**config.mk**
```make
export PLATFORM = sky130hd
export DESIGN_NAME = trs80_glue
export DESIGN_NICKNAME = d
export VERILOG_FILES = /design/src/verilog/trs80_pkg.sv /design/src/verilog/trs80_bus_decode.sv /design/src/verilog/trs80_glue.sv /design/src/verilog/trs80_orch90_dac.sv /design/src/verilog/trs80_port_regs.sv /design/src/verilog/trs80_read_mux.sv
export SDC_FILE = /design/constraint.sdc
export NUM_CORES = 1
export LEC_CHECK = 0
export ABC_AREA = 0
export BUFFER_PORTS_ARGS = -buffer_cell sky130_fd_sc_hd__buf_2
export CAP_MARGIN = 10
export CORE_MARGIN = 2
export CORE_UTILIZATION = 50
export DETAILED_ROUTE_END_ITERATION = 16
export PLACE_DENSITY = 0.79
export SYNTH_ARGS = -nofsm -noshare
export SYNTH_HDL_FRONTEND = slang
export SYNTH_SLANG_ARGS = --single-unit
```
**constraint.sdc**
```tcl
create_clock -name z80_clk -period 1.95 [get_ports z80_clk]
set_input_delay 0 -clock z80_clk [delete_from_list [all_inputs] [get_ports z80_clk]]
set_output_delay 0 -clock z80_clk [all_outputs]
set_load 0.01 [all_outputs]
```
**src/verilog/trs80_pkg.sv**
```systemverilog
package trs80_pkg;

   // z80 bus widths
   localparam int addr_w = 16;
   localparam int data_w = 8;

   // value seen on an undriven data bus
   localparam logic [data_w-1:0] open_bus = 8'hff;

   // no real fdc, so status is fixed
   localparam logic [data_w-1:0] fdc_stat_val  = 8'h34; // seek error
   localparam logic [data_w-1:0] fdc_track_val = 8'h00;

   // orchestra-90 samples are signed, flip msb for the pdm
   localparam logic [data_w-1:0] pdm_bias = 8'h80;

   // i/o port numbers, the 4-port groups decode on bits 7:2 only
   localparam logic [7:0] io_opreg     = 8'h84; // 84-87
   localparam logic [7:0] io_int       = 8'he0; // e0-e3
   localparam logic [7:0] io_nmi       = 8'he4; // e4-e7
   localparam logic [7:0] io_mod_rtc   = 8'hec; // ec-ef
   localparam logic [7:0] io_fdc_stat  = 8'hf0;
   localparam logic [7:0] io_fdc_track = 8'hf1;
   localparam logic [7:0] io_cass      = 8'hfc; // fc-ff
   localparam logic [7:0] io_orch_l    = 8'h75;
   localparam logic [7:0] io_orch_r    = 8'h79;

   // memory map boundaries
   localparam logic [addr_w-1:0] kbd_lo_base = 16'h3800; // rom below this
   localparam logic [addr_w-1:0] dsp_lo_base = 16'h3c00;
   localparam logic [addr_w-1:0] ram_lo_base = 16'h4000;
   localparam logic [addr_w-1:0] kbd_hi_base = 16'hf400; // map2 keyboard
   localparam logic [addr_w-1:0] dsp_hi_base = 16'hf800; // map2 display, 2k

   // opreg bits 1:0
   typedef enum logic [1:0] {
      map0 = 2'b00, // rom, kbd and display low, ram above
      map1 = 2'b01, // like map0 but ram under the rom
      map2 = 2'b10, // ram low, kbd and display high
      map3 = 2'b11  // all ram
   } map_mode_e;

   // decoded i/o port, port_none outside an iorq cycle
   typedef enum logic [3:0] {
      port_none,
      port_opreg,
      port_int,
      port_nmi,
      port_mod_rtc,
      port_fdc_stat,
      port_fdc_track,
      port_cass,
      port_orch_l,
      port_orch_r
   } io_port_e;

endpackage

```
**src/verilog/trs80_bus_decode.sv**
```systemverilog
module trs80_bus_decode (
   input  logic [trs80_pkg::addr_w-1:0] addr,
   input  logic                         mreq_n,
   input  logic                         iorq_n,
   input  trs80_pkg::map_mode_e         map_mode,
   input  logic [1:0]                   mbit,
   input  logic                         fxupmem,
   output logic                         rom_sel,
   output logic                         ram_sel,
   output logic                         kbd_sel,
   output logic                         dsp_sel,
   output logic [1:0]                   ram_bank,
   output trs80_pkg::io_port_e          io_port
);

   logic lo_rom; // 0000-37ff
   logic lo_kbd; // 3800-3bff
   logic lo_dsp; // 3c00-3fff
   logic hi_kbd; // f400-f7ff
   logic hi_dsp; // f800-ffff

   assign lo_rom = addr < trs80_pkg::kbd_lo_base;
   assign lo_kbd = (addr >= trs80_pkg::kbd_lo_base) && (addr < trs80_pkg::dsp_lo_base);
   assign lo_dsp = (addr >= trs80_pkg::dsp_lo_base) && (addr < trs80_pkg::ram_lo_base);
   assign hi_kbd = (addr >= trs80_pkg::kbd_hi_base) && (addr < trs80_pkg::dsp_hi_base);
   assign hi_dsp = addr >= trs80_pkg::dsp_hi_base;

   always_comb
   begin
      rom_sel = 1'b0;
      ram_sel = 1'b0;
      kbd_sel = 1'b0;
      dsp_sel = 1'b0;
      if (!mreq_n)
      begin
         case (map_mode)
            trs80_pkg::map0:
            begin
               rom_sel = lo_rom;
               kbd_sel = lo_kbd;
               dsp_sel = lo_dsp;
               ram_sel = addr >= trs80_pkg::ram_lo_base; // 48k
            end
            trs80_pkg::map1:
            begin
               kbd_sel = lo_kbd;
               dsp_sel = lo_dsp;
               ram_sel = lo_rom || (addr >= trs80_pkg::ram_lo_base); // 62k, hole at 3800
            end
            trs80_pkg::map2:
            begin
               kbd_sel = hi_kbd;
               dsp_sel = hi_dsp;
               ram_sel = addr < trs80_pkg::kbd_hi_base; // 61k
            end
            default: ram_sel = 1'b1; // map3, 64k ram
         endcase
      end
   end

   // bank from fxupmem, mbit and a15
   always_comb
   begin
      if (!mbit[1])
         ram_bank = {1'b0, addr[15]}; // banking off
      else if (!fxupmem)
         ram_bank = addr[15] ? {1'b1, mbit[0]} : 2'b00; // maps 2/3, upper 32k swapped
      else
         ram_bank = addr[15] ? 2'b01 : {1'b1, mbit[0]}; // maps 6/7, lower 32k swapped
   end

   // the 4-port groups ignore a1:a0
   always_comb
   begin
      io_port = trs80_pkg::port_none;
      if (!iorq_n)
      begin
         if (addr[7:0] == trs80_pkg::io_orch_l)
            io_port = trs80_pkg::port_orch_l;
         else if (addr[7:0] == trs80_pkg::io_orch_r)
            io_port = trs80_pkg::port_orch_r;
         else if (addr[7:2] == trs80_pkg::io_opreg[7:2])
            io_port = trs80_pkg::port_opreg;
         else if (addr[7:2] == trs80_pkg::io_int[7:2])
            io_port = trs80_pkg::port_int;
         else if (addr[7:2] == trs80_pkg::io_nmi[7:2])
            io_port = trs80_pkg::port_nmi;
         else if (addr[7:2] == trs80_pkg::io_mod_rtc[7:2])
            io_port = trs80_pkg::port_mod_rtc;
         else if (addr[7:0] == trs80_pkg::io_fdc_stat)
            io_port = trs80_pkg::port_fdc_stat;
         else if (addr[7:0] == trs80_pkg::io_fdc_track)
            io_port = trs80_pkg::port_fdc_track;
         else if (addr[7:2] == trs80_pkg::io_cass[7:2])
            io_port = trs80_pkg::port_cass;
      end
   end

endmodule

```
**src/verilog/trs80_glue.sv**
```systemverilog
module trs80_glue (
   input  logic                         z80_clk,
   input  logic                         z80_rst_n,
   input  logic [trs80_pkg::addr_w-1:0] addr,
   input  logic [trs80_pkg::data_w-1:0] data_in,
   input  logic                         mreq_n,
   input  logic                         iorq_n,
   input  logic                         rd_n,
   input  logic                         wr_n,
   input  logic [trs80_pkg::data_w-1:0] keyb_row [8],
   input  logic                         cass_in,
   input  logic                         rtc_clk_in,
   output logic                         rom_sel,
   output logic                         ram_sel,
   output logic                         kbd_sel,
   output logic                         dsp_sel,
   output logic [1:0]                   ram_bank,
   output logic [trs80_pkg::data_w-1:0] rd_data,
   output logic                         int_n,
   output logic                         nmi_n,
   output logic [1:0]                   cass_out,
   output logic                         cass_out_sel,
   output logic                         cass_motor_on,
   output logic                         cpu_fast,
   output logic                         orch90l_out,
   output logic                         orch90r_out
);

   trs80_pkg::io_port_e          io_port;
   trs80_pkg::map_mode_e         map_mode;
   logic [1:0]                   mbit;
   logic                         fxupmem;
   logic [trs80_pkg::data_w-1:0] int_mask;
   logic [trs80_pkg::data_w-1:0] nmi_mask;
   logic [5:0]                   mode_bits; // mode reg bits 6:1
   logic                         rtc_int;

   assign cass_motor_on = mode_bits[0]; // mode bit 1
   assign cpu_fast      = mode_bits[5]; // mode bit 6

   trs80_bus_decode u_bus_decode (
      .addr     (addr),
      .mreq_n   (mreq_n),
      .iorq_n   (iorq_n),
      .map_mode (map_mode),
      .mbit     (mbit),
      .fxupmem  (fxupmem),
      .rom_sel  (rom_sel),
      .ram_sel  (ram_sel),
      .kbd_sel  (kbd_sel),
      .dsp_sel  (dsp_sel),
      .ram_bank (ram_bank),
      .io_port  (io_port)
   );

   trs80_port_regs u_port_regs (
      .z80_clk      (z80_clk),
      .z80_rst_n    (z80_rst_n),
      .wr_n         (wr_n),
      .rd_n         (rd_n),
      .io_port      (io_port),
      .data_in      (data_in),
      .rtc_clk_in   (rtc_clk_in),
      .map_mode     (map_mode),
      .mbit         (mbit),
      .fxupmem      (fxupmem),
      .int_mask     (int_mask),
      .nmi_mask     (nmi_mask),
      .mode_bits    (mode_bits),
      .cass_out     (cass_out),
      .cass_out_sel (cass_out_sel),
      .rtc_int      (rtc_int)
   );

   trs80_orch90_dac u_orch90_dac (
      .z80_clk     (z80_clk),
      .z80_rst_n   (z80_rst_n),
      .wr_n        (wr_n),
      .io_port     (io_port),
      .data_in     (data_in),
      .orch90l_out (orch90l_out),
      .orch90r_out (orch90r_out)
   );

   trs80_read_mux u_read_mux (
      .z80_clk   (z80_clk),
      .rd_n      (rd_n),
      .addr      (addr),
      .keyb_row  (keyb_row),
      .kbd_sel   (kbd_sel),
      .io_port   (io_port),
      .int_mask  (int_mask),
      .nmi_mask  (nmi_mask),
      .mode_bits (mode_bits),
      .rtc_int   (rtc_int),
      .cass_in   (cass_in),
      .rd_data   (rd_data),
      .int_n     (int_n),
      .nmi_n     (nmi_n)
   );
endmodule

```
**src/verilog/trs80_orch90_dac.sv**
```systemverilog
module trs80_orch90_dac (
   input  logic                         z80_clk,
   input  logic                         z80_rst_n,
   input  logic                         wr_n,
   input  trs80_pkg::io_port_e          io_port,
   input  logic [trs80_pkg::data_w-1:0] data_in,
   output logic                         orch90l_out,
   output logic                         orch90r_out
);

   logic [trs80_pkg::data_w-1:0] sample [2]; // [0] left, [1] right
   logic [trs80_pkg::data_w-1:0] acc    [2];
   logic [trs80_pkg::data_w:0]   sum    [2]; // msb is the carry
   logic [1:0]                   wr_ch;
   logic [1:0]                   pdm_q;

   assign wr_ch[0] = !wr_n && (io_port == trs80_pkg::port_orch_l);
   assign wr_ch[1] = !wr_n && (io_port == trs80_pkg::port_orch_r);

   always_comb
   begin
      for (int i = 0; i < 2; i++)
         sum[i] = {1'b0, acc[i]} + {1'b0, sample[i] ^ trs80_pkg::pdm_bias};
   end

   always_ff @(posedge z80_clk or negedge z80_rst_n)
   begin
      if (!z80_rst_n)
      begin
         for (int i = 0; i < 2; i++)
         begin
            sample[i] <= '0;
            acc[i]    <= '0;
         end
         pdm_q <= 2'b00;
      end
      else
      begin
         for (int i = 0; i < 2; i++)
         begin
            if (wr_ch[i])
               sample[i] <= data_in;
            acc[i]   <= sum[i][trs80_pkg::data_w-1:0];
            pdm_q[i] <= sum[i][trs80_pkg::data_w]; // one per overflow
         end
      end
   end

   assign orch90l_out = pdm_q[0];
   assign orch90r_out = pdm_q[1];
endmodule

```
**src/verilog/trs80_port_regs.sv**
```systemverilog
module trs80_port_regs (
   input  logic                         z80_clk,
   input  logic                         z80_rst_n,
   input  logic                         wr_n,
   input  logic                         rd_n,
   input  trs80_pkg::io_port_e          io_port,
   input  logic [trs80_pkg::data_w-1:0] data_in,
   input  logic                         rtc_clk_in,
   output trs80_pkg::map_mode_e         map_mode,
   output logic [1:0]                   mbit,
   output logic                         fxupmem,
   output logic [trs80_pkg::data_w-1:0] int_mask,
   output logic [trs80_pkg::data_w-1:0] nmi_mask,
   output logic [5:0]                   mode_bits,
   output logic [1:0]                   cass_out,
   output logic                         cass_out_sel,
   output logic                         rtc_int
);

   logic       wr_opreg;
   logic       wr_int;
   logic       wr_nmi;
   logic       wr_mod;
   logic       wr_cass;
   logic       rd_rtc;    // reading ec acks the rtc
   logic [1:0] cass_reg;
   logic [1:0] rtc_sync;  // [1] is the synchronized level
   logic       rtc_last;  // previous synchronized level
   logic       rtc_fall;

   assign wr_opreg = !wr_n && (io_port == trs80_pkg::port_opreg);
   assign wr_int   = !wr_n && (io_port == trs80_pkg::port_int);
   assign wr_nmi   = !wr_n && (io_port == trs80_pkg::port_nmi);
   assign wr_mod   = !wr_n && (io_port == trs80_pkg::port_mod_rtc);
   assign wr_cass  = !wr_n && (io_port == trs80_pkg::port_cass);
   assign rd_rtc   = !rd_n && (io_port == trs80_pkg::port_mod_rtc);

   assign rtc_fall = rtc_last && !rtc_sync[1];

   always_ff @(posedge z80_clk or negedge z80_rst_n)
   begin
      if (!z80_rst_n)
      begin
         map_mode  <= trs80_pkg::map0;
         mbit      <= 2'b00;
         fxupmem   <= 1'b0;
         int_mask  <= '0;
         nmi_mask  <= '0;
         mode_bits <= '0;
         cass_reg  <= 2'b00;
      end
      else
      begin
         if (wr_opreg)
         begin
            map_mode <= trs80_pkg::map_mode_e'(data_in[1:0]);
            mbit     <= data_in[5:4];
            fxupmem  <= data_in[6]; // bits 2, 3, 7 are video only
         end
         if (wr_int)
            int_mask <= data_in;
         if (wr_nmi)
            nmi_mask <= data_in;
         if (wr_mod)
            mode_bits <= data_in[6:1];
         if (wr_cass)
            cass_reg <= data_in[1:0];
      end
   end

   // rtc: 2 sync flops, edge detect, latch until acked
   always_ff @(posedge z80_clk or negedge z80_rst_n)
   begin
      if (!z80_rst_n)
      begin
         rtc_sync <= 2'b00;
         rtc_last <= 1'b0;
         rtc_int  <= 1'b0;
      end
      else
      begin
         rtc_sync <= {rtc_sync[0], rtc_clk_in};
         rtc_last <= rtc_sync[1];
         if (rd_rtc)
            rtc_int <= 1'b0; // ack beats a new tick
         else if (rtc_fall)
            rtc_int <= 1'b1;
      end
   end

   assign cass_out     = {~cass_reg[1], cass_reg[0]};
   assign cass_out_sel = wr_cass; // strobe for the duration of the write
endmodule

```
**src/verilog/trs80_read_mux.sv**
```systemverilog
module trs80_read_mux (
   input  logic                         z80_clk,
   input  logic                         rd_n,
   input  logic [trs80_pkg::addr_w-1:0] addr,
   input  logic [trs80_pkg::data_w-1:0] keyb_row [8],
   input  logic                         kbd_sel,
   input  trs80_pkg::io_port_e          io_port,
   input  logic [trs80_pkg::data_w-1:0] int_mask,
   input  logic [trs80_pkg::data_w-1:0] nmi_mask,
   input  logic [5:0]                   mode_bits,
   input  logic                         rtc_int,
   input  logic                         cass_in,
   output logic [trs80_pkg::data_w-1:0] rd_data,
   output logic                         int_n,
   output logic                         nmi_n
);

   logic [trs80_pkg::data_w-1:0] kbd_next;
   logic [trs80_pkg::data_w-1:0] kbd_data;
   logic [trs80_pkg::data_w-1:0] int_stat; // 0 means pending
   logic [trs80_pkg::data_w-1:0] nmi_stat;
   logic [trs80_pkg::data_w-1:0] cass_stat;

   // each set address bit a0-a7 selects one keyboard row
   always_comb
   begin
      kbd_next = '0;
      for (int i = 0; i < 8; i++)
         kbd_next = kbd_next | ({trs80_pkg::data_w{addr[i]}} & keyb_row[i]);
   end

   always_ff @(posedge z80_clk)
      kbd_data <= kbd_next; // sampled every cycle, not only on reads

   assign int_stat  = ~{5'b00000, rtc_int, 2'b00}; // xio int, bit 3, never active
   assign nmi_stat  = '1;                           // no nmi sources left
   assign cass_stat = {cass_in, mode_bits, 1'b0};   // model 4 layout

   // a mask bit of 1 enables the source
   assign int_n = ~|(~int_stat & int_mask);
   assign nmi_n = ~|(~nmi_stat & nmi_mask);

   always_comb
   begin
      rd_data = trs80_pkg::open_bus;
      if (!rd_n)
      begin
         if (kbd_sel)
            rd_data = kbd_data;
         else
         begin
            case (io_port)
               trs80_pkg::port_int:       rd_data = int_stat;
               trs80_pkg::port_nmi:       rd_data = nmi_stat;
               trs80_pkg::port_fdc_stat:  rd_data = trs80_pkg::fdc_stat_val;
               trs80_pkg::port_fdc_track: rd_data = trs80_pkg::fdc_track_val;
               trs80_pkg::port_cass:      rd_data = cass_stat;
               default:                   rd_data = trs80_pkg::open_bus; // rom, ram, dsp outside
            endcase
         end
      end
   end
endmodule
```
==> load_flow_metrics.sql <==
INSERT INTO impl_metrics (metric_group, metric, value, unit) VALUES
('sta', 'fin_crit', '2.00', 'ns'),
('logic_synthesis', 'async_flop_share', '0.867', ''),
('logic_synthesis', 'synth-seq-area-share', '0.426', ''),
('cells_and_area', 'layout.cells.non_filler', '587', ''),
('logic_synthesis', 'ys_ff_latch', '60', ''),
('logic_synthesis', 'ys_types', '59', ''),
('cells_and_area', 'post-route-cell-area', '4770', 'µm²'),
('cells_and_area', 'area_growth_syn_to_layout', '39.1', '%'),
('sta', 'hold_slack', '0.0470', 'ns'),
('sta', 'setup_violations', '7', ''),
('power_and_ir_drop', 'p_sw', '1.26', 'mW'),
('sta', 'tightestPinTransition', '0.602', 'ns'),
('route', 'avgRoutedWirePerCell', '17.0', 'µm'),
('global_route', 'antenna_found_initial', '0', ''),
('sta', 'finalMaxSlewViolations', '0', ''),
('power_and_ir_drop', 'cellLeakagePower', '2.32', 'nW'),
('logic_synthesis', 'synth_top_area_cell', 'dfrtp_1', ''),
('floorplan', 'ios', '119', ''),
('cts', 'clock_tree.root_cell', 'clkbuf_8', ''),
('route', 'postRouteAntennaNets', '0', ''),
('floorplan', 'initial_core_util', '0.511', ''),
('global_route', 'wire_length_of_the_first_global_routing_pass', '16200', 'µm'),
('power_and_ir_drop', 'p_seq_frac', '0.413', ''),
('min_path', 'hold_path_class', 'input port to flip-flop', ''),
('route', 'drt_wl_total', '9990', 'µm'),
('sta', 'fmax', '501', 'MHz'),
('critical_path', 'cp_peak_stage_delay', '0.40', 'ns'),
('floorplan', 'dieArea', '7550', 'µm²'),
('cells_and_area', 'antenna-diode-count', '0', ''),
('power_and_ir_drop', 'clock_power_share', '0.245', ''),
('cts', 'path_clk_slew', '0.07', 'ns'),
('logic_synthesis', 'ys_top_cells_by_area', 'dfrtp_1 38%, a22oi_1 7.0%, ha_1 5.8%', ''),
('critical_path', 'critPathLaunchType', 'flip-flop', ''),
('power_and_ir_drop', 'power.switching_fraction', '0.322', ''),
('cells_and_area', 'largestRegisters', 'u_orch90_dac.acc (16), u_orch90_dac.sample (16), u_read_mux.kbd_data (8)', ''),
('global_route', 'pin_count_of_the_biggest_net_entering_global_routing', '28', ''),
('critical_path', 'timing.critical_path.to_type', 'output pin', ''),
('route', 'detailedRoute.firstIterationViolations', '120', ''),
('route', 'detailedRoute.firstPassIterationCount', '6', ''),
('logic_synthesis', 'synth_flop_cell', 'dfrtp_1', ''),
('placed_design', 'place_congestion', '0.923', ''),
('placed_design', 'placement.io_buffers', '115', ''),
('cells_and_area', 'final_common_cell', 'buf_2', ''),
('placed_design', 'detailed_place.area', '4130', 'µm²'),
('logic_synthesis', 'post_synth_instance_area', '3430', 'µm²'),
('global_route', 'grtUsageTotal', '0.278', ''),
('logic_synthesis', 'synthesis.instances', '341', ''),
('placed_design', 'place_worst_setup_slack', '-0.0292', 'ns'),
('logic_synthesis', 'avgSynthCellArea', '10.1', 'µm²'),
('outcome', 'violations', 'negative setup slack', ''),
('route', 'num_vias', '3347', ''),
('sta', 'post-route-worst-setup-slack', '-0.0479', 'ns'),
('route', 'post-route-drc-count', '0', ''),
('cts', 'tritoncts_clock_tree', 'yes', ''),
('cells_and_area', 'final_core_util', '0.711', ''),
('cts', 'clkLatencyLatePin', '0.34', 'ns'),
('cells_and_area', 'layout.cells.most_common_list', '113 x buf_2, 52 x dfrtp_1, 34 x dlygate4sd3_1, 32 x a22oi_1, 23 x nand2_1', ''),
('power_and_ir_drop', 'post-layout-total-power', '3.92', 'mW'),
('power_and_ir_drop', 'power_frac_comb', '0.342', ''),
('placed_design', 'dp_hpwl', '6960', 'µm'),
('cts', 'tritoncts.num_buffers', '9', ''),
('critical_path', 'cp_data_arrival_time', '2.00', 'ns'),
('critical_path', 'critical_path_peak_fanout', '5', ''),
('cts', 'clock_sink_count', '60', ''),
('outcome', 'status', 'finished with violations', ''),
('cts', 'clock_path_buffers', '2', ''),
('critical_path', 'path_cells', 'nand3_1, nor3_4, a21oi_2, o21ai_0, nor3_2, a21oi_1, buf_2', ''),
('route', 'vias_per_cell', '5.70', ''),
('critical_path', 'cpLargestDelayFamily', 'compound AO/OA/AOI/OAI gates', ''),
('global_route', 'first_global_vias', '3571', ''),
('sta', 'unrepaired_setup_endpoints_after_global_routing', 'true', '');
## worst register-to-register path, delay by kind of cell, from the launching register on
| family | cells | cell delay, ns |
|---|---|---|
| fa+ha+maj | 1 | 0.28 |
| compound gates | 4 | 0.92 |
| xor+xnor | 1 | 0.16 |
| flops | 1 | 0.40 |
## worst paths after layout
path / from / end / slack, ns / cells past startpoint
min in group asynchronous: z80_rst_n / u_port_regs.map_mode[0] / 0.20 / 2
setup reg to reg: u_orch90_dac.sample[9] / u_orch90_dac.acc[15] / 0.11 / 6
hold reg to reg: u_port_regs.rtc_sync[0] / u_port_regs.rtc_sync[1] / 0.36 / 0
max in group asynchronous: z80_rst_n / u_orch90_dac.acc[11] / 1.20 / 3
setup / recovery: u_port_regs.map_mode[1] / rd_data[6] / -0.05 / 7
hold / removal: rd_n / u_port_regs.rtc_int / 0.05 / 2
## layer usage
| metal | routed length [µm] | up-vias | GRT usage |
|---|---|---|---|
| li1 | - | 1575 | - |
| met1 | 3790 | 1586 | 0.291 |
| met2 | 5200 | 149 | 0.501 |
| met3 | 513 | 37 | 0.0664 |
| met4 | 484 | 0 | 0.163 |
| met5 | 0 | - | 0 |
## cells in the mapped netlist (3+ instances only)
master	n
dfxtp_1	8
mux2_2	16
mux2_4	6
or3_1	3
and3_1	9
nor2b_1	4
clkbuf_1	4
xnor2_1	11
buf_2	8
xor2_1	3
o21ai_0	15
a21o_1	4
nand2b_1	5
nand2_1	23
nor3_1	5
nand4_1	8
a22oi_1	32
nand3_1	6
ha_1	16
a21oi_1	23
buf_4	3
dfrtp_1	52
inv_1	16
nor2_1	18
a31oi_1	3
or2_2	3
## power by group through the flow
stage / Combinational, mW / Sequential (mW) / Clock (mW)
after floorplan: 0.840 / 1.61 / 0
after global placement: 1.14 / 1.62 / 0
after detailed placement: 1.20 / 1.63 / 0
after CTS: 1.28 / 1.61 / 0.978
after global routing: 1.51 / 1.64 / 1.04
final: 1.34 / 1.62 / 0.962
## area by class of cell
cell class | instances | area [µm²] | area share
Multi-Input combinational cell | 250 | 1930 | 0.403
Clock buffer | 12 | 145 | 0.0304
Timing Repair Buffer | 164 | 1050 | 0.221
Sequential cell | 60 | 1460 | 0.306
Tap cell | 80 | 100 | 0.0210
Inverter | 17 | 63.8 | 0.0134
Clock inverter | 4 | 25.0 | 0.00524
## timing repair
action | in CTS | in global routing
hold endpoints to repair | 50 | 1
setup buffers | 3 | 1
gates resized for setup | 13 | 10
setup endpoints to repair | 8 | 12
hold buffers | 33 | 1
pin swaps | 0 | 3
gates cloned | 1 | 0
## cells by family (layout without fill, tap and decap cells)
group / after synthesis / after routing / share of synthesized area
AND/OR/NAND/NOR: 100 / 100 / 0.166
flip-flops: 60 / 60 / 0.426
XOR/XNOR: 14 / 14 / 0.0357
adder cells (fa/ha/maj): 18 / 18 / 0.0700
buffers and inverters: 32 / 197 / 0.0412
AO/OA/AOI/OAI: 93 / 94 / 0.178
multiplexers: 23 / 23 / 0.0820
other: 1 / 1 / 0.00109
Power figures use the tool's default switching activity.
